**config.mk**
```make
export PLATFORM = sky130hd
export DESIGN_NAME = axil_bar_router
export DESIGN_NICKNAME = d
export VERILOG_FILES = /design/src/rtl/axil_route_pkg.sv /design/src/rtl/axil_bar_router.sv /design/src/rtl/read_steer.sv /design/src/rtl/write_steer.sv /design/src/rtl/route_hold.sv /design/src/rtl/bar_decoder.sv
export SDC_FILE = /design/constraint.sdc
export NUM_CORES = 1
export LEC_CHECK = 0
export BUFFER_PORTS_ARGS = -buffer_cell sky130_fd_sc_hd__clkbuf_2
export CAP_MARGIN = 20
export CORE_AREA = 2 2 218 220
export CTS_CLUSTER_DIAMETER = 50
export DETAILED_ROUTE_END_ITERATION = 6
export DIE_AREA = 0 0 220 222
export RECOVER_POWER = 25
export SLEW_MARGIN = 20
export SYNTH_ARGS = -nofsm -noshare
export SYNTH_HDL_FRONTEND = slang
export SYNTH_SLANG_ARGS = --single-unit
```
**constraint.sdc**
```tcl
create_clock -name clk -period 2.05 [get_ports clk]
set_input_delay 0.41 -clock clk [delete_from_list [all_inputs] [get_ports clk]]
set_output_delay 0.41 -clock clk [all_outputs]
set_load 0.02 [all_outputs]
```
**src/rtl/axil_route_pkg.sv**
```systemverilog
package axil_route_pkg;

  //////////////////////////////
  // sizes
  //////////////////////////////

  // physical functions behind the dma
  parameter int num_pf    = 4;
  // bars per function
  parameter int bar_count = 6;
  parameter int addr_w    = 32;
  parameter int data_w    = 32;
  parameter int strb_w    = data_w / 8;

  // axi response codes
  parameter logic [1:0] resp_okay   = 2'b00;
  parameter logic [1:0] resp_slverr = 2'b10;

  // one bit per bar
  typedef logic [bar_count-1:0] bar_mask_t;

  //////////////////////////////
  // request sideband
  //////////////////////////////

  // func sits in the low byte, as the dma packs it
  typedef struct packed {
    logic [2:0] bardec;
    logic [1:0] vfg;
    logic [7:0] func;
  } axil_user_t;

  // dma bar attributes, static after configuration
  // pf_vf_barlite indexed by vf group
  typedef struct packed {
    bar_mask_t [num_pf-1:0] pf_barlite;
    bar_mask_t [3:0]        pf_vf_barlite;
  } bar_attr_t;

  //////////////////////////////
  // channel payloads
  //////////////////////////////

  // address request, same shape for aw and ar
  typedef struct packed {
    logic [addr_w-1:0] addr;
    axil_user_t        user;
  } axil_aw_t;

  typedef axil_aw_t axil_ar_t;

  // write data beat
  typedef struct packed {
    logic [data_w-1:0] data;
    logic [strb_w-1:0] strb;
  } axil_w_t;

  // write response
  typedef struct packed {
    logic [1:0] resp;
  } axil_b_t;

  // read response
  typedef struct packed {
    logic [data_w-1:0] data;
    logic [1:0]        resp;
  } axil_r_t;

  // target latched per channel
  typedef enum logic {
    route_ext     = 1'b0,
    route_mailbox = 1'b1
  } route_t;

endpackage
```
**src/rtl/axil_bar_router.sv**
```systemverilog
`timescale 1ns/1ps

module axil_bar_router
  import axil_route_pkg::*;
#(
  parameter bar_mask_t [num_pf-1:0] barlite_mb_pf = '0
)
(
  input  logic      clk,
  input  logic      reset_n,
  input  bar_attr_t bar_attr,

  // slave side, driven by the dma
  input  axil_aw_t  s_aw,
  input  logic      s_aw_valid,
  output logic      s_aw_ready,
  input  axil_w_t   s_w,
  input  logic      s_w_valid,
  output logic      s_w_ready,
  output axil_b_t   s_b,
  output logic      s_b_valid,
  input  logic      s_b_ready,
  input  axil_ar_t  s_ar,
  input  logic      s_ar_valid,
  output logic      s_ar_ready,
  output axil_r_t   s_r,
  output logic      s_r_valid,
  input  logic      s_r_ready,

  // mailbox master
  output axil_aw_t  mb_aw,
  output logic      mb_aw_valid,
  input  logic      mb_aw_ready,
  output axil_w_t   mb_w,
  output logic      mb_w_valid,
  input  logic      mb_w_ready,
  input  axil_b_t   mb_b,
  input  logic      mb_b_valid,
  output logic      mb_b_ready,
  output axil_ar_t  mb_ar,
  output logic      mb_ar_valid,
  input  logic      mb_ar_ready,
  input  axil_r_t   mb_r,
  input  logic      mb_r_valid,
  output logic      mb_r_ready,

  // external master
  output axil_aw_t  ext_aw,
  output logic      ext_aw_valid,
  input  logic      ext_aw_ready,
  output axil_w_t   ext_w,
  output logic      ext_w_valid,
  input  logic      ext_w_ready,
  input  axil_b_t   ext_b,
  input  logic      ext_b_valid,
  output logic      ext_b_ready,
  output axil_ar_t  ext_ar,
  output logic      ext_ar_valid,
  input  logic      ext_ar_ready,
  input  axil_r_t   ext_r,
  input  logic      ext_r_valid,
  output logic      ext_r_ready
);

  logic   wr_is_dma;
  logic   wr_active;
  logic   wr_done;
  route_t wr_route;
  logic   rd_is_dma;
  logic   rd_active;
  logic   rd_done;
  route_t rd_route;

  // channel ends on the slave-side response handshake
  assign wr_done = s_b_valid & s_b_ready;
  assign rd_done = s_r_valid & s_r_ready;

  //////////////////////////////
  // write path
  //////////////////////////////

  bar_decoder #(
    .barlite_mb_pf (barlite_mb_pf)
  ) u_wr_dec (
    .user     (s_aw.user),
    .bar_attr (bar_attr),
    .is_dma   (wr_is_dma)
  );

  route_hold u_wr_hold (
    .clk       (clk),
    .reset_n   (reset_n),
    .req_valid (s_aw_valid),
    .is_dma    (wr_is_dma),
    .rsp_done  (wr_done),
    .active    (wr_active),
    .route     (wr_route)
  );

  write_steer u_wr_steer (
    .active       (wr_active),
    .route        (wr_route),
    .s_aw         (s_aw),
    .s_aw_valid   (s_aw_valid),
    .s_aw_ready   (s_aw_ready),
    .s_w          (s_w),
    .s_w_valid    (s_w_valid),
    .s_w_ready    (s_w_ready),
    .s_b          (s_b),
    .s_b_valid    (s_b_valid),
    .s_b_ready    (s_b_ready),
    .mb_aw        (mb_aw),
    .mb_aw_valid  (mb_aw_valid),
    .mb_aw_ready  (mb_aw_ready),
    .mb_w         (mb_w),
    .mb_w_valid   (mb_w_valid),
    .mb_w_ready   (mb_w_ready),
    .mb_b         (mb_b),
    .mb_b_valid   (mb_b_valid),
    .mb_b_ready   (mb_b_ready),
    .ext_aw       (ext_aw),
    .ext_aw_valid (ext_aw_valid),
    .ext_aw_ready (ext_aw_ready),
    .ext_w        (ext_w),
    .ext_w_valid  (ext_w_valid),
    .ext_w_ready  (ext_w_ready),
    .ext_b        (ext_b),
    .ext_b_valid  (ext_b_valid),
    .ext_b_ready  (ext_b_ready)
  );

  //////////////////////////////
  // read path
  //////////////////////////////

  bar_decoder #(
    .barlite_mb_pf (barlite_mb_pf)
  ) u_rd_dec (
    .user     (s_ar.user),
    .bar_attr (bar_attr),
    .is_dma   (rd_is_dma)
  );

  route_hold u_rd_hold (
    .clk       (clk),
    .reset_n   (reset_n),
    .req_valid (s_ar_valid),
    .is_dma    (rd_is_dma),
    .rsp_done  (rd_done),
    .active    (rd_active),
    .route     (rd_route)
  );

  read_steer u_rd_steer (
    .active       (rd_active),
    .route        (rd_route),
    .s_ar         (s_ar),
    .s_ar_valid   (s_ar_valid),
    .s_ar_ready   (s_ar_ready),
    .s_r          (s_r),
    .s_r_valid    (s_r_valid),
    .s_r_ready    (s_r_ready),
    .mb_ar        (mb_ar),
    .mb_ar_valid  (mb_ar_valid),
    .mb_ar_ready  (mb_ar_ready),
    .mb_r         (mb_r),
    .mb_r_valid   (mb_r_valid),
    .mb_r_ready   (mb_r_ready),
    .ext_ar       (ext_ar),
    .ext_ar_valid (ext_ar_valid),
    .ext_ar_ready (ext_ar_ready),
    .ext_r        (ext_r),
    .ext_r_valid  (ext_r_valid),
    .ext_r_ready  (ext_r_ready)
  );

endmodule

```
**src/rtl/read_steer.sv**
```systemverilog
`timescale 1ns/1ps

module read_steer
  import axil_route_pkg::*;
(
  input  logic     active,
  input  route_t   route,

  // slave side, from the dma
  input  axil_ar_t s_ar,
  input  logic     s_ar_valid,
  output logic     s_ar_ready,
  output axil_r_t  s_r,
  output logic     s_r_valid,
  input  logic     s_r_ready,

  // mailbox side
  output axil_ar_t mb_ar,
  output logic     mb_ar_valid,
  input  logic     mb_ar_ready,
  input  axil_r_t  mb_r,
  input  logic     mb_r_valid,
  output logic     mb_r_ready,

  // external side
  output axil_ar_t ext_ar,
  output logic     ext_ar_valid,
  input  logic     ext_ar_ready,
  input  axil_r_t  ext_r,
  input  logic     ext_r_valid,
  output logic     ext_r_ready
);

  logic to_mb;

  assign to_mb = (route == route_mailbox);

  //////////////////////////////
  // ar channel
  //////////////////////////////

  // address and user untouched on both sides
  assign mb_ar  = s_ar;
  assign ext_ar = s_ar;

  // valid only reaches the latched target
  assign mb_ar_valid  = active & to_mb & s_ar_valid;
  assign ext_ar_valid = active & ~to_mb & s_ar_valid;

  // held low while idle
  assign s_ar_ready = active & (to_mb ? mb_ar_ready : ext_ar_ready);

  //////////////////////////////
  // r channel
  //////////////////////////////

  // data and resp from the owning target
  assign s_r       = to_mb ? mb_r : ext_r;
  assign s_r_valid = active & (to_mb ? mb_r_valid : ext_r_valid);

  // read ready also qualified by the busy flag
  assign mb_r_ready  = active & to_mb & s_r_ready;
  assign ext_r_ready = active & ~to_mb & s_r_ready;

endmodule

```
**src/rtl/write_steer.sv**
```systemverilog
`timescale 1ns/1ps

module write_steer
  import axil_route_pkg::*;
(
  input  logic     active,
  input  route_t   route,

  // slave side, from the dma
  input  axil_aw_t s_aw,
  input  logic     s_aw_valid,
  output logic     s_aw_ready,
  input  axil_w_t  s_w,
  input  logic     s_w_valid,
  output logic     s_w_ready,
  output axil_b_t  s_b,
  output logic     s_b_valid,
  input  logic     s_b_ready,

  // mailbox side
  output axil_aw_t mb_aw,
  output logic     mb_aw_valid,
  input  logic     mb_aw_ready,
  output axil_w_t  mb_w,
  output logic     mb_w_valid,
  input  logic     mb_w_ready,
  input  axil_b_t  mb_b,
  input  logic     mb_b_valid,
  output logic     mb_b_ready,

  // external side
  output axil_aw_t ext_aw,
  output logic     ext_aw_valid,
  input  logic     ext_aw_ready,
  output axil_w_t  ext_w,
  output logic     ext_w_valid,
  input  logic     ext_w_ready,
  input  axil_b_t  ext_b,
  input  logic     ext_b_valid,
  output logic     ext_b_ready
);

  logic to_mb;

  assign to_mb = (route == route_mailbox);

  //////////////////////////////
  // aw channel
  //////////////////////////////

  // payload goes to both, only valid is steered
  assign mb_aw  = s_aw;
  assign ext_aw = s_aw;

  assign mb_aw_valid  = active & to_mb & s_aw_valid;
  assign ext_aw_valid = active & ~to_mb & s_aw_valid;

  // no ready back to the dma until a target is latched
  assign s_aw_ready = active & (to_mb ? mb_aw_ready : ext_aw_ready);

  //////////////////////////////
  // w channel
  //////////////////////////////

  assign mb_w  = s_w;
  assign ext_w = s_w;

  assign mb_w_valid  = active & to_mb & s_w_valid;
  assign ext_w_valid = active & ~to_mb & s_w_valid;

  assign s_w_ready = active & (to_mb ? mb_w_ready : ext_w_ready);

  //////////////////////////////
  // b channel
  //////////////////////////////

  // response from the latched target
  assign s_b       = to_mb ? mb_b : ext_b;
  assign s_b_valid = active & (to_mb ? mb_b_valid : ext_b_valid);

  // ready only toward the target that owns the write
  assign mb_b_ready  = to_mb & s_b_ready;
  assign ext_b_ready = ~to_mb & s_b_ready;

endmodule

```
**src/rtl/route_hold.sv**
```systemverilog
`timescale 1ns/1ps

module route_hold
  import axil_route_pkg::*;
(
  input  logic   clk,
  input  logic   reset_n,
  // request valid at the slave side
  input  logic   req_valid,
  // decode of the current request
  input  logic   is_dma,
  // response handshake at the slave side
  input  logic   rsp_done,
  output logic   active,
  output route_t route
);

  //////////////////////////////
  // channel busy flag
  //////////////////////////////

  // response handshake frees the channel, wins over a new request
  always_ff @(posedge clk)
  begin
    if (!reset_n)
      active <= 1'b0;
    else if (rsp_done)
      active <= 1'b0;
    else if (req_valid)
      active <= 1'b1;
  end

  //////////////////////////////
  // target latch
  //////////////////////////////

  // only sampled while idle, held for the whole transaction
  always_ff @(posedge clk)
  begin
    if (!reset_n)
      route <= route_ext;
    else if (req_valid && !active)
      route <= is_dma ? route_mailbox : route_ext;
  end

endmodule

```
**src/rtl/bar_decoder.sv**
```systemverilog
`timescale 1ns/1ps

module bar_decoder
  import axil_route_pkg::*;
#(
  // extra mailbox-only bars, one mask per pf
  parameter bar_mask_t [num_pf-1:0] barlite_mb_pf = '0
)
(
  input  axil_user_t user,
  input  bar_attr_t  bar_attr,
  output logic       is_dma
);

  //////////////////////////////
  // function classification
  //////////////////////////////

  logic       fn_is_pf;
  logic [1:0] pf_idx;

  // pf numbers are 0..3, anything above is a vf
  assign fn_is_pf = (user.func[7:2] == 6'b0);
  // low bits pick the pf row
  assign pf_idx   = user.func[1:0];

  //////////////////////////////
  // bar number to one-hot
  //////////////////////////////

  logic [7:0] bar_onehot;
  bar_mask_t  cur_bar;

  always_comb
  begin
    bar_onehot = 8'h00;
    bar_onehot[user.bardec] = 1'b1;
  end

  // codes 6 and 7 fall off the top, no bar hit
  assign cur_bar = bar_onehot[bar_count-1:0];

  //////////////////////////////
  // dma bar match
  //////////////////////////////

  bar_mask_t pf_dma_bar;
  bar_mask_t vf_dma_bar;
  logic      pf_is_dma;
  logic      vf_is_dma;

  // pf dma bars from attributes plus mailbox-only bars
  assign pf_dma_bar = bar_attr.pf_barlite[pf_idx] | barlite_mb_pf[pf_idx];
  // vf bars shared across a vf group
  assign vf_dma_bar = bar_attr.pf_vf_barlite[user.vfg];

  assign pf_is_dma = |(cur_bar & pf_dma_bar);
  assign vf_is_dma = |(cur_bar & vf_dma_bar);

  // purely combinational, used the same cycle as the request
  assign is_dma = fn_is_pf ? pf_is_dma : vf_is_dma;

endmodule

```
Yosys cells after proc, flatten, opt, wreduce, memory -nomap -nowiden
Index checks and enable logic that the tools add are counted.
{"block": "op_classes", "magnitude_cmp": 8, "muxes": 27, "bitwise": 30, "reduce_logical": 14}
{"op": "$bmux 6 s2", "n": 6}
{"op": "$mux 6", "n": 6}
{"op": "$mux 34", "n": 1}
{"op": "$and 6x6->6", "n": 4}
{"op": "$reduce_or 6->1", "n": 4}
{"op": "$and 1x1->1", "n": 21}
{"op": "$logic_not 6->1", "n": 2}
{"op": "$lt 2x3->1 const B", "n": 4}
{"op": "$or 6x6->6", "n": 2}
{"op": "$mux 1", "n": 11}
{"op": "$lt 3x4->1 const B", "n": 2}
{"op": "$demux 1 s3", "n": 2}
{"op": "$ge 3x1->1 const B", "n": 2}
{"op": "$logic_and 1x1->1", "n": 4}
{"op": "$reduce_or 2->1", "n": 2}
{"op": "$not 1->1", "n": 3}
{"op": "$logic_not 1->1", "n": 2}
{"op": "$mux 2", "n": 1}
{"block": "totals", "reg_bits": 4, "input_bits": 263, "output_inout_bits": 303, "word_cells": 83}

Depth between registers and ports, before layout
Gate-level depths: netlist (run 1).
{"block": "depth", "ltp_word": 8, "depth_mapped": 6, "depth_no_buf": 5}

Hierarchy
From an unflattened synthesis (run 1), not the netlist that was laid out.
{"block": "unflattened", "hier_cells": 435, "hier_area_um2": 3672.3}
{"mod": "write_steer", "instances": 1, "cells_each": 177, "area_each_um2": 1357.6, "seq_area_each_um2": 0.0}
{"mod": "read_steer", "instances": 1, "cells_each": 136, "area_each_um2": 1151.1, "seq_area_each_um2": 0.0}
{"mod": "bar_decoder", "instances": 2, "cells_each": 52, "area_each_um2": 488.0, "seq_area_each_um2": 0.0}
{"mod": "route_hold", "instances": 2, "cells_each": 8, "area_each_um2": 87.6, "seq_area_each_um2": 40.0}
{"mod": "axil_bar_router", "instances": 1, "cells_each": 2, "area_each_um2": 12.5, "seq_area_each_um2": 0.0}

Least setup slack after synthesis (run 1)
No wires, ideal clock.
{"block": "synth_timing", "path_kind": "in2reg", "startpoint": "input s_ar[0] (netlist name)", "endpoint": "register u_rd_hold.route", "setup_time_ps": 127, "t_arrival_ps": 1672, "required_time_ps": 1923, "setup_slack_ps": 251, "stages": 6, "n_path_buf": 1, "cell_sequence": "buf_6 -> mux4_1 -> mux2i_1 -> o21ai_0 -> a2111oi_2 -> nor3b_1"}
{"block": "synth_between", "elab_chain_cells": 7, "elab_cells_between_ends": 9, "cone_classes": "mux: 6; bitwise: 2; reduce/logical: 1"}
{"item": "start: declaration", "line_no": "axil_bar_router.sv:23", "rtl": "input axil_ar_t s_ar,"}
{"item": "$bmux 6 s2", "line_no": "bar_decoder.sv:53", "rtl": "assign pf_dma_bar = bar_attr.pf_barlite[pf_idx] | barlite_mb_pf[pf_idx];"}
{"item": "$mux 6 (implied by the code)", "line_no": "bar_decoder.sv:53"}
{"item": "$or 6x6->6 *", "line_no": "bar_decoder.sv:53"}
{"item": "$and 6x6->6 *", "line_no": "bar_decoder.sv:57", "rtl": "assign pf_is_dma = |(cur_bar & pf_dma_bar);"}
{"item": "$reduce_or 6->1 *", "line_no": "bar_decoder.sv:57"}
{"item": "$mux 1 *", "line_no": "bar_decoder.sv:61", "rtl": "assign is_dma = fn_is_pf ? pf_is_dma : vf_is_dma;"}
{"item": "$mux 1 *", "line_no": "route_hold.sv:43", "rtl": "route <= is_dma ? route_mailbox : route_ext;"}
{"item": "end signal: assignment", "line_no": "route_hold.sv:41", "rtl": "route <= route_ext;"}
{"item": "end signal: assignment", "line_no": "route_hold.sv:43"}
{"item": "end: declaration", "line_no": "route_hold.sv:15", "rtl": "output route_t route"}
Mark *: on every way between the ends. The rest lies on a longest branch, timed or not. The select of a mux whose other input is x is not followed.
A chain may end at the register's enable or synchronous reset.

Final worst setup path (run 1)
Ends and elaborated chain as after synthesis.

==> out/results.tsv, run 1 <==
stage	metric	value	unit
run_status	status	finished, final reports clean	
setup_path	path_class	input port to register	
clock_network	root_buffer	clkbuf_16	
place	place_congestion	0.948	
global_route	antenna_found_initial	3	
yosys	synthesis.nets	673	
sta	slew_headroom	73.1	%
floorplan	die-area	48800	µm²
sta	setup_tns	0	ns
sta	final_max_slew_viol_count	0	
route	firstDrtPassIters	4	
clock_network	htree_levels	1	
setup_path	timing.rr.end	u_rd_hold.route	
sta	fmaxAchievable	0.519	GHz
clock_network	cts_sinks	4	
setup_path	arrival	2.03	ns
clock_network	cts_buffers	3	
finish	final_nets	702	
route	drt_wl_total	14500	µm
route	drtAntennaViolNets	0	
setup_path	reg2regPathDepth	5	
route	drt-wirelength-per-cell	13.9	µm
sta	period_share	94.0	%
yosys	yosysWarnings	0	
floorplan	die_y	222	µm
power	p_per_area	321	nW/µm²
finish	syn2layout_area_growth	11.0	%
global_route	grt_max_degree	20	
setup_path	crit_end	u_rd_hold.route	
global_route	grt_pass1_wl	18400	µm
route	drc_errors	0	
floorplan	coreArea	46300	µm²
finish	drive_gt1_share	80.1	%
clock_network	post_cts_buffers	0	
clock_network	insertion_delay	0.24	ns
global_route	grt_pass1_vias	2794	
sta	skew	0.00453	ns
clock_network	holdBufCountCts	0	
place	dp_hpwl	13100	µm
sta	period_minus_slack	1.93	ns
setup_path	worstPathRequired	2.15	ns
place	dp_cells	1041	
place	pre_cts_slack	-0.210	ns
yosys	synthCells	410	
hold_path	hp-class	input port to register	
floorplan	initial_core_util	7.65	%
route	vias	2850	
setup_path	crit_start	s_ar[0]	
finish	fin_area	3930	µm²
power	p_total	1.26	mW
setup_path	worst-path-buf-inv	2	
setup_path	cp-start-kind	input port	
setup_path	path_max_fanout	6	
floorplan	ios	566	
finish	final_cells	1046	
setup_path	rr_startpoint	u_rd_hold.active	
global_route	track_usage	5.37	%
setup_path	crit_family	multiplexers	
power	ir_worst_vdd	135	µV
setup_path	crit_chain	clkbuf_2 -> buf_4 -> mux4_1 -> mux2i_1 -> nor3_1 -> a2111oi_4 -> nor3b_1	
yosys	syn_area_per_cell	8.64	µm²
setup_path	path_depth	7	
job	drv_cap	0	
floorplan	rows	79	
clock_network	cts_tree	done	
sta	setup_violations	0	
place	portBuffers	265	
yosys	ys_types	35	
route	vias_per_cell	2.72	
sta	layout_setup_ws	0.124	ns
place	place_area	3830	µm²
clock_network	cts.path.max_buffers	2	
sta	hold_viol	0	
sta	worst_pin_slew	0.400	ns
yosys	ys_seq_area_share	2.26	%
global_route	overflow	0	
sta	rsz0062_at_grt	false	
yosys	syn-cell-area	3540	µm²
setup_path	r2r_setup_slack	0.36	ns
setup_path	endpoint_kind	register	
power	power_leakage	1.82	nW
yosys	ys_ff_latch	4	
clock_network	clk_pin_slew	0.04	ns
setup_path	cpPeakStageDelay	0.53	ns
setup_path	cp_slowest_cell	mux4_1	
floorplan	fp.dieW	220	µm
route	drt-initial-drc-count	97	
==> metal layers <==
layer	wire length (µm)	track usage (%)	vias up
li1	-	-	1206
met1	4750	5.11	1257
met2	7160	9.62	309
met3	1680	1.76	78
met4	947	3.83	0
met5	0	0	-
==> how the worst min path moves through the flow <==
stage | startpoint | slack [ns] | cells past startpoint | endpoint
2_1_floorplan | s_r_ready | 0.50 | 1 | u_rd_hold.active
3_3_place_gp | s_b_ready | 0.61 | 2 | u_wr_hold.active
3_5_place_dp | s_b_ready | 0.63 | 2 | u_wr_hold.active
4_1_cts | s_b_ready | 0.37 | 2 | u_wr_hold.active
5_1_grt | s_b_ready | 0.38 | 2 | u_wr_hold.active
6_report | s_b_ready | 0.39 | 2 | u_wr_hold.active
==> sequential cells by signal (all words and copies together) (netlist names) <==
name,count
u_wr_hold.active,1
u_rd_hold.route,1
u_wr_hold.route,1
u_rd_hold.active,1
==> through the flow <==
stage	utilization [%]	hold slack, ns
after floorplan	-	0.499
after global placement	8.28	0.614
after detailed placement	8.28	0.627
after CTS	8.46	0.370
after global routing	8.49	0.379
final	8.49	0.385
==> where the power goes <==
group,leakage (nW),switching [mW],total (mW),internal (mW)
registers,0.0335,0.0122,0.0967,0.0845
clock network,0.0370,0.0792,0.331,0.252
logic,1.75,0.443,0.834,0.391
total,1.82,0.535,1.26,0.727
==> placed cells by master, fill, tap and decap left out, types with 3 or more instances in the layout <==
| cell | instances |
|---|---|
| clkbuf_2 | 265 |
| mux2_2 | 38 |
| buf_4 | 23 |
| mux4_2 | 16 |
| mux2i_1 | 13 |
| nor2b_1 | 9 |
| nor2_1 | 9 |
| o21ai_0 | 6 |
| mux4_1 | 6 |
| and3_1 | 5 |
| a21oi_1 | 5 |
| nand3b_1 | 4 |
| nand3_1 | 4 |
| inv_1 | 3 |
| clkbuf_16 | 3 |
| dfxtp_1 | 3 |
==> synth_stat cells <==
cell type,n,share of area [%]
a2111oi_2,1,0.42
a211o_2,1,0.28
a21oi_1,5,0.71
a221oi_1,1,0.25
a31oi_1,1,0.18
and2_1,1,0.18
and2b_2,1,0.25
and3_1,5,0.88
and3b_1,2,0.49
and4_1,1,0.25
buf_2,2,0.28
buf_4,254,54
buf_6,2,0.64
clkbuf_1,6,0.64
clkbuf_8,1,0.39
dfxtp_1,4,2.3
inv_1,3,0.32
mux2_2,38,12
mux2i_1,13,3.7
mux4_1,6,4.5
mux4_2,16,10
nand2_1,2,0.21
nand2b_1,2,0.35
nand3_1,4,0.57
nand3b_1,4,0.85
nand4_1,2,0.35
nand4b_1,1,0.25
nor2_1,9,0.95
nor2b_1,9,1.6
nor3_1,2,0.28
nor3b_1,2,0.42
o211ai_1,1,0.21
o21ai_0,6,0.85
o41ai_1,1,0.25
or4_1,1,0.21
==> area by class of cell <==
cell class,count,area (µm²)
Fill cell,5373,42300
Timing Repair Buffer,289,1510
Multi-Input combinational cell,138,1490
Tap cell,607,759
Sequential cell,4,81.3
Clock buffer,3,75.1
Inverter,3,11.3
Antenna cell,2,5.00
==> timing repair <==
action | 4_1_cts | 5_1_grt
cloned | 0 | 0
pin swaps | 0 | 1
gates resized for setup | 1 | 1
setup endpoints to repair | 10 | 1
==> worst reg2reg max path: stages, from the launching register on <==
cell and delay, ns:
dfxtp_1 0.36, and2b_2 0.35, nand4_1 0.13, buf_4 0.19, a2111oi_4 0.44, nor3b_1 0.09
==> cells by family after synthesis <==
logic type / count (synthesis) / share of synthesized area (%)
AOI/OAI and AO/OA: 17 / 3.14
buffers and inverters: 268 / 56.1
DFF: 4 / 2.26
muxes: 73 / 30.4
and+or+nand+nor: 48 / 8.09
Power figures use the tool's default switching activity.
==> inputs of run 2 (changes only) <==
--- a/config.mk
+++ b/config.mk
@@ -8,6 +8,7 @@
 export BUFFER_PORTS_ARGS = -buffer_cell sky130_fd_sc_hd__clkbuf_2
 export CAP_MARGIN = 20
 export CORE_AREA = 2 2 218 220
+export CTS_BUF_LIST = sky130_fd_sc_hd__clkbuf_16
 export CTS_CLUSTER_DIAMETER = 50
 export DETAILED_ROUTE_END_ITERATION = 6
 export DIE_AREA = 0 0 220 222
==> constraint.sdc (replaced) <==
create_clock -name clk -period 2.05 [get_ports clk]
set_input_delay 0.205 -clock clk [delete_from_list [all_inputs] [get_ports clk]]
set_output_delay 0.205 -clock clk [all_outputs]
set_load 0.02 [all_outputs]
==> run 2 against run 1 <==
Global-route usage is 0.15 points lower; clock power hardly changed; hold slack worse by 0.20 ns; cell area is 2.9% lower; critical path depth is 4 lower; sequential cell count stayed put; non-clock buffer count is 16 lower; sequential share of layout area is 0.062 points higher; via count is 2.4% lower; critical endpoint is now s_r[12]; clock skew is 0.0043 ns lower.
==> out/results.tsv, run 2 (synthesis results as in run 1) <==
stage	metric	value	unit	change
sta	fmaxAchievable	0.547	GHz	was 0.519 GHz
place	dp_hpwl	12800	µm	was 13100 µm
sta	setup_violations	0		unchanged
route	drtAntennaViolNets	0		unchanged
power	ir_worst_vdd	166	µV	was 135 µV
sta	rsz0062_at_grt	false		unchanged
floorplan	rows	79		unchanged
route	vias	2781		was 2850
clock_network	holdBufCountCts	0		unchanged
global_route	track_usage	5.21	%	was 5.37%
clock_network	cts.path.max_buffers	2		unchanged
finish	n_fill_cell	5383		was 5373
sta	hold_viol	0		unchanged
power	p_per_area	322	nW/µm²	was 321 nW/µm²
route	drt_wl_total	14100	µm	was 14500 µm
finish	final_nets	686		was 702
finish	fin_area	3810	µm²	was 3930 µm²
sta	final_max_slew_viol_count	0		unchanged
sta	layout_setup_ws	0.223	ns	was 0.124 ns
job	drv_cap	0		unchanged
floorplan	coreArea	46300	µm²	unchanged
place	place_congestion	0.883		was 0.948
setup_path	endpoint_kind	output pin		was register
global_route	grt_pass1_wl	18000	µm	was 18400 µm
finish	multi_input_comb_area	1480	µm²	was 1490 µm²
sta	period_share	89.1	%	was 94.0%
sta	worst_pin_slew	0.590	ns	was 0.400 ns
route	drt-wirelength-per-cell	13.7	µm	was 13.9 µm
clock_network	htree_levels	1		unchanged
floorplan	initial_core_util	7.65	%	unchanged
clock_network	ctsResizeCount	0		was 1
sta	skew	0.000256	ns	was 0.00453 ns
place	portBuffers	265		unchanged
place	pre_cts_slack	-0.0467	ns	was -0.210 ns
finish	final_common_cell	clkbuf_2		unchanged
sta	setup_tns	0	ns	unchanged
route	firstDrtPassIters	4		unchanged
finish	drive_gt1_share	79.6	%	was 80.1%
route	drc_errors	0		unchanged
floorplan	ios	566		unchanged
global_route	grt_max_degree	21		was 20
route	drt-initial-drc-count	105		was 97
floorplan	die-area	48800	µm²	unchanged
hold_path	hp-class	input port to register		unchanged
setup_path	worstPathRequired	1.85	ns	was 2.15 ns
clock_network	post_cts_buffers	0		unchanged
clock_network	cts_sinks	4		unchanged
setup_path	cp-start-kind	register		was input port
floorplan	fp.dieW	220	µm	unchanged
global_route	overflow	0		unchanged
setup_path	path_max_fanout	14		was 6
setup_path	arrival	1.62	ns	was 2.03 ns
floorplan	die_y	222	µm	unchanged
sta	whs	0.184	ns	was 0.385 ns
sta	period_minus_slack	1.83	ns	was 1.93 ns
route	vias_per_cell	2.69		was 2.72
sta	slew_headroom	60.6	%	was 73.1%
setup_path	path_class	register to output pin		was input port to register
clock_network	cts_tree	done		unchanged
global_route	grt_pass1_vias	2702		was 2794
global_route	antenna_found_initial	6		was 3
place	place_area	3720	µm²	was 3830 µm²
finish	final_cell_mix	clkbuf_2 (265), mux2_2 (38), mux4_2 (16)		was clkbuf_2 (265), mux2_2 (38), buf_4 (23)
clock_network	insertion_delay	0.23	ns	was 0.24 ns
clock_network	root_buffer	clkbuf_16		unchanged
finish	seq_area	81.3	µm²	unchanged
clock_network	clk_pin_slew	0.04	ns	about the same
finish	syn2layout_area_growth	7.70	%	was 11.0%
clock_network	cts_buffers	3		unchanged
power	power_leakage	1.74	nW	was 1.82 nW
run_status	status	finished, final reports clean		unchanged
run 2: metrics by stage:
step                      utilization, %  power, mW  std cells
final                               8.24       1.23       1032
after global routing                8.24       1.33       1032
after CTS                           8.21       1.28       1028
after detailed placement            8.05      0.918       1025
after global placement              8.05      0.906       1025
after floorplan                        -       1.17        410
run 2: layer usage:
| metal | global-route usage (%) | up-vias | routed length (µm) |
|---|---|---|---|
| met4 | 3.66 | 0 | 921 |
| met2 | 9.43 | 303 | 6900 |
| li1 | - | 1180 | - |
| met3 | 1.84 | 78 | 1710 |
| met5 | 0 | - | 0 |
| met1 | 4.83 | 1220 | 4560 |
run 2: critical path: stages (launching register included):
cell,delay (ns)
dfxtp_2,0.60
buf_4,0.27
mux2_2,0.34
clkbuf_2,0.16
run 2: where the power goes:
part / leakage [nW] / total [mW] / internal [mW] / switching [mW]
combinational: 1.67 / 0.793 / 0.372 / 0.421
sequential: 0.0335 / 0.107 / 0.0845 / 0.0223
clock: 0.0370 / 0.329 / 0.252 / 0.0773
total: 1.74 / 1.23 / 0.708 / 0.520
run 2: cell type report:
cell class              count  area share [%]
well taps                 607            19.9
multi-input cells         138            38.7
repair buffers            273            36.7
diodes                      4           0.262
flip-flops and latches      4            2.13
inverters                   3           0.295
clock buffers               3            1.97
run 2: final timing paths:
kind,slack (ns),start,endpoint,depth (start not counted)
max reg2reg,0.25,u_rd_hold.active,u_rd_hold.route,4
max,0.22,u_rd_hold.route,s_r[12],3
min,0.18,s_b_ready,u_wr_hold.active,2
min reg2reg,0.63,u_rd_hold.active,u_rd_hold.active,2
==> inputs of run 3 (changes only) <==
--- a/config.mk
+++ b/config.mk
@@ -12,7 +12,7 @@
 export CTS_CLUSTER_DIAMETER = 50
 export DETAILED_ROUTE_END_ITERATION = 6
 export DIE_AREA = 0 0 220 222
-export RECOVER_POWER = 25
+export RECOVER_POWER = 100
 export SLEW_MARGIN = 20
 export SYNTH_ARGS = -nofsm -noshare
 export SYNTH_HDL_FRONTEND = slang
==> run 3 against run 2 <==
Sequential share of layout area increased by 0.070 points; clock power about the same; die area unchanged; maximum frequency decreased by 0.84%; largest power group unchanged; cell area decreased by 3.2%; utilization decreased by 0.26 points; combinational power decreased by 3.9%; global-route usage unchanged; power decreased by 2.5%; non-clock buffer count unchanged; critical path depth unchanged; sequential cell count unchanged.
==> out/results.tsv, run 3 (synthesis results as in run 1) <==
stage	metric	value	unit	change
global_route	grt_max_degree	21		unchanged
clock_network	root_buffer	clkbuf_16		unchanged
route	vias_per_cell	2.67		was 2.69
finish	drive_gt1_share	56.5	%	was 79.6%
route	firstDrtPassIters	4		unchanged
finish	final_cell_mix	clkbuf_2 (168), clkbuf_1 (97), mux2_2 (38)		was clkbuf_2 (265), mux2_2 (38), mux4_2 (16)
setup_path	timing.rr.end	u_rd_hold.route		unchanged
clock_network	insertion_delay	0.23	ns	about the same
sta	layout_setup_ws	0.207	ns	was 0.223 ns
clock_network	holdBufCountCts	0		unchanged
clock_network	cts_sinks	4		unchanged
sta	fmaxAchievable	0.543	GHz	was 0.547 GHz
setup_path	endpoint_kind	output pin		unchanged
place	dp_hpwl	12800	µm	unchanged
place	pre_cts_slack	-0.0467	ns	unchanged
global_route	overflow	0		unchanged
power	p_per_area	324	nW/µm²	was 322 nW/µm²
floorplan	coreArea	46300	µm²	unchanged
setup_path	worst-path-buf-inv	2		unchanged
job	drv_cap	0		unchanged
setup_path	crit_end	s_r[15]		was s_r[12]
setup_path	rr_startpoint	u_rd_hold.active		unchanged
route	met1Wirelength	4480	µm	was 4560 µm
global_route	antenna_found_initial	6		unchanged
power	ir_worst_vdd	166	µV	about the same
floorplan	initial_core_util	7.65	%	unchanged
clock_network	ctsResizeCount	0		unchanged
setup_path	reg2regPathDepth	4		unchanged
setup_path	crit_start	u_rd_hold.route		unchanged
place	place_congestion	0.883		unchanged
route	top_layer_used	met4		unchanged
clock_network	cts_buffers	3		unchanged
route	routed-wl-met2	6920	µm	was 6900 µm
floorplan	fp.dieW	220	µm	unchanged
setup_path	path_max_fanout	14		unchanged
setup_path	cp-start-kind	register		unchanged
route	dr_wl_met3	1810	µm	was 1710 µm
clock_network	cts.path.max_buffers	2		unchanged
route	drt-wirelength-per-cell	13.7	µm	about the same
sta	final_max_slew_viol_count	0		unchanged
clock_network	post_cts_buffers	0		unchanged
sta	skew	0.000255	ns	was 0.000256 ns
floorplan	rows	79		unchanged
finish	final_common_cell	clkbuf_2		unchanged
sta	period_minus_slack	1.84	ns	was 1.83 ns
sta	rsz0062_at_grt	false		unchanged
route	drt-initial-drc-count	78		was 105
run_status	status	finished, final reports clean		unchanged
floorplan	ios	566		unchanged
finish	syn2layout_area_growth	4.28	%	was 7.70%
power	power_leakage	1.45	nW	was 1.74 nW
global_route	grt_pass1_vias	2702		unchanged
clock_network	cts_tree	done		unchanged
place	dp_cells	1025		unchanged
route	drt_wl_total	14100	µm	about the same
sta	hold_viol	0		unchanged
setup_path	cp_slowest_cell	dfxtp_2		unchanged
setup_path	arrival	1.64	ns	was 1.62 ns
place	portBuffers	265		unchanged
hold_path	hp-class	input port to register		unchanged
setup_path	r2r_setup_slack	0.25	ns	about the same
floorplan	die-area	48800	µm²	unchanged
finish	final_util	7.98	%	was 8.24%
setup_path	crit_chain	buf_4 -> mux2_2 -> clkbuf_1		was buf_4 -> mux2_2 -> clkbuf_2
place	place_area	3720	µm²	unchanged
sta	setup_tns	0	ns	unchanged
setup_path	crit_family	flip-flops		unchanged
clock_network	htree_levels	1		unchanged
global_route	track_usage	5.21	%	unchanged
finish	final_nets	686		unchanged
setup_path	cpPeakStageDelay	0.60	ns	about the same
setup_path	worstPathRequired	1.85	ns	about the same
global_route	grt_pass1_wl	18000	µm	unchanged
setup_path	path_class	register to output pin		unchanged
sta	slew_headroom	54.8	%	was 60.6%
route	vias	2760		was 2781
floorplan	die_y	222	µm	unchanged
finish	final_cells	1032		unchanged
sta	setup_violations	0		unchanged
route	drc_errors	0		unchanged
finish	fin_area	3690	µm²	was 3810 µm²
clock_network	clk_pin_slew	0.04	ns	about the same
setup_path	path_depth	3		unchanged
sta	period_share	89.9	%	was 89.1%
route	drtAntennaViolNets	0		unchanged
sta	worst_pin_slew	0.678	ns	was 0.590 ns
==> run 3: cell counts in the layout (fill, tap and decap cells not counted) <==
No cell type changed its count.
==> run 3: layer usage <==
metal	global-route usage, %	vias up
li1	-	1178
met1	4.83	1203
met2	9.43	301
met3	1.84	78
met4	3.66	0
met5	0	-
==> run 3: area by class of cell <==
type                            count  area [µm²]
Sequential cell                     4        81.3
Inverter                            3        11.3
Timing Repair Buffer              273        1280
Fill cell                        5451       42600
Tap cell                          607         759
Clock buffer                        3        75.1
Multi-Input combinational cell    138        1480
Antenna cell                        4        10.0
==> run 3: per-stage QoR <==
| stage | power [mW] | hold WS (ns) |
|---|---|---|
| global placement | 0.906 | 0.410 |
| finish | 1.20 | 0.185 |
| global route | 1.29 | 0.194 |
| CTS | 1.28 | 0.177 |
| detailed placement | 0.918 | 0.410 |
| floorplan | 1.17 | 0.294 |
==> run 3: worst min-delay path by stage <==
stage                    from                to  depth (start not counted)
floorplan           s_r_ready  u_rd_hold.active                          1
global placement     s_aw[35]        ext_aw[35]                          0
detailed placement   s_aw[35]        ext_aw[35]                          0
CTS                 s_b_ready  u_wr_hold.active                          2
global route        s_b_ready  u_wr_hold.active                          2
finish              s_b_ready  u_wr_hold.active                          2
==> run 3: power by group <==
part | total (mW) | switching (mW) | internal (mW)
logic | 0.762 | 0.420 | 0.342
registers | 0.107 | 0.0223 | 0.0845
clock network | 0.329 | 0.0773 | 0.252
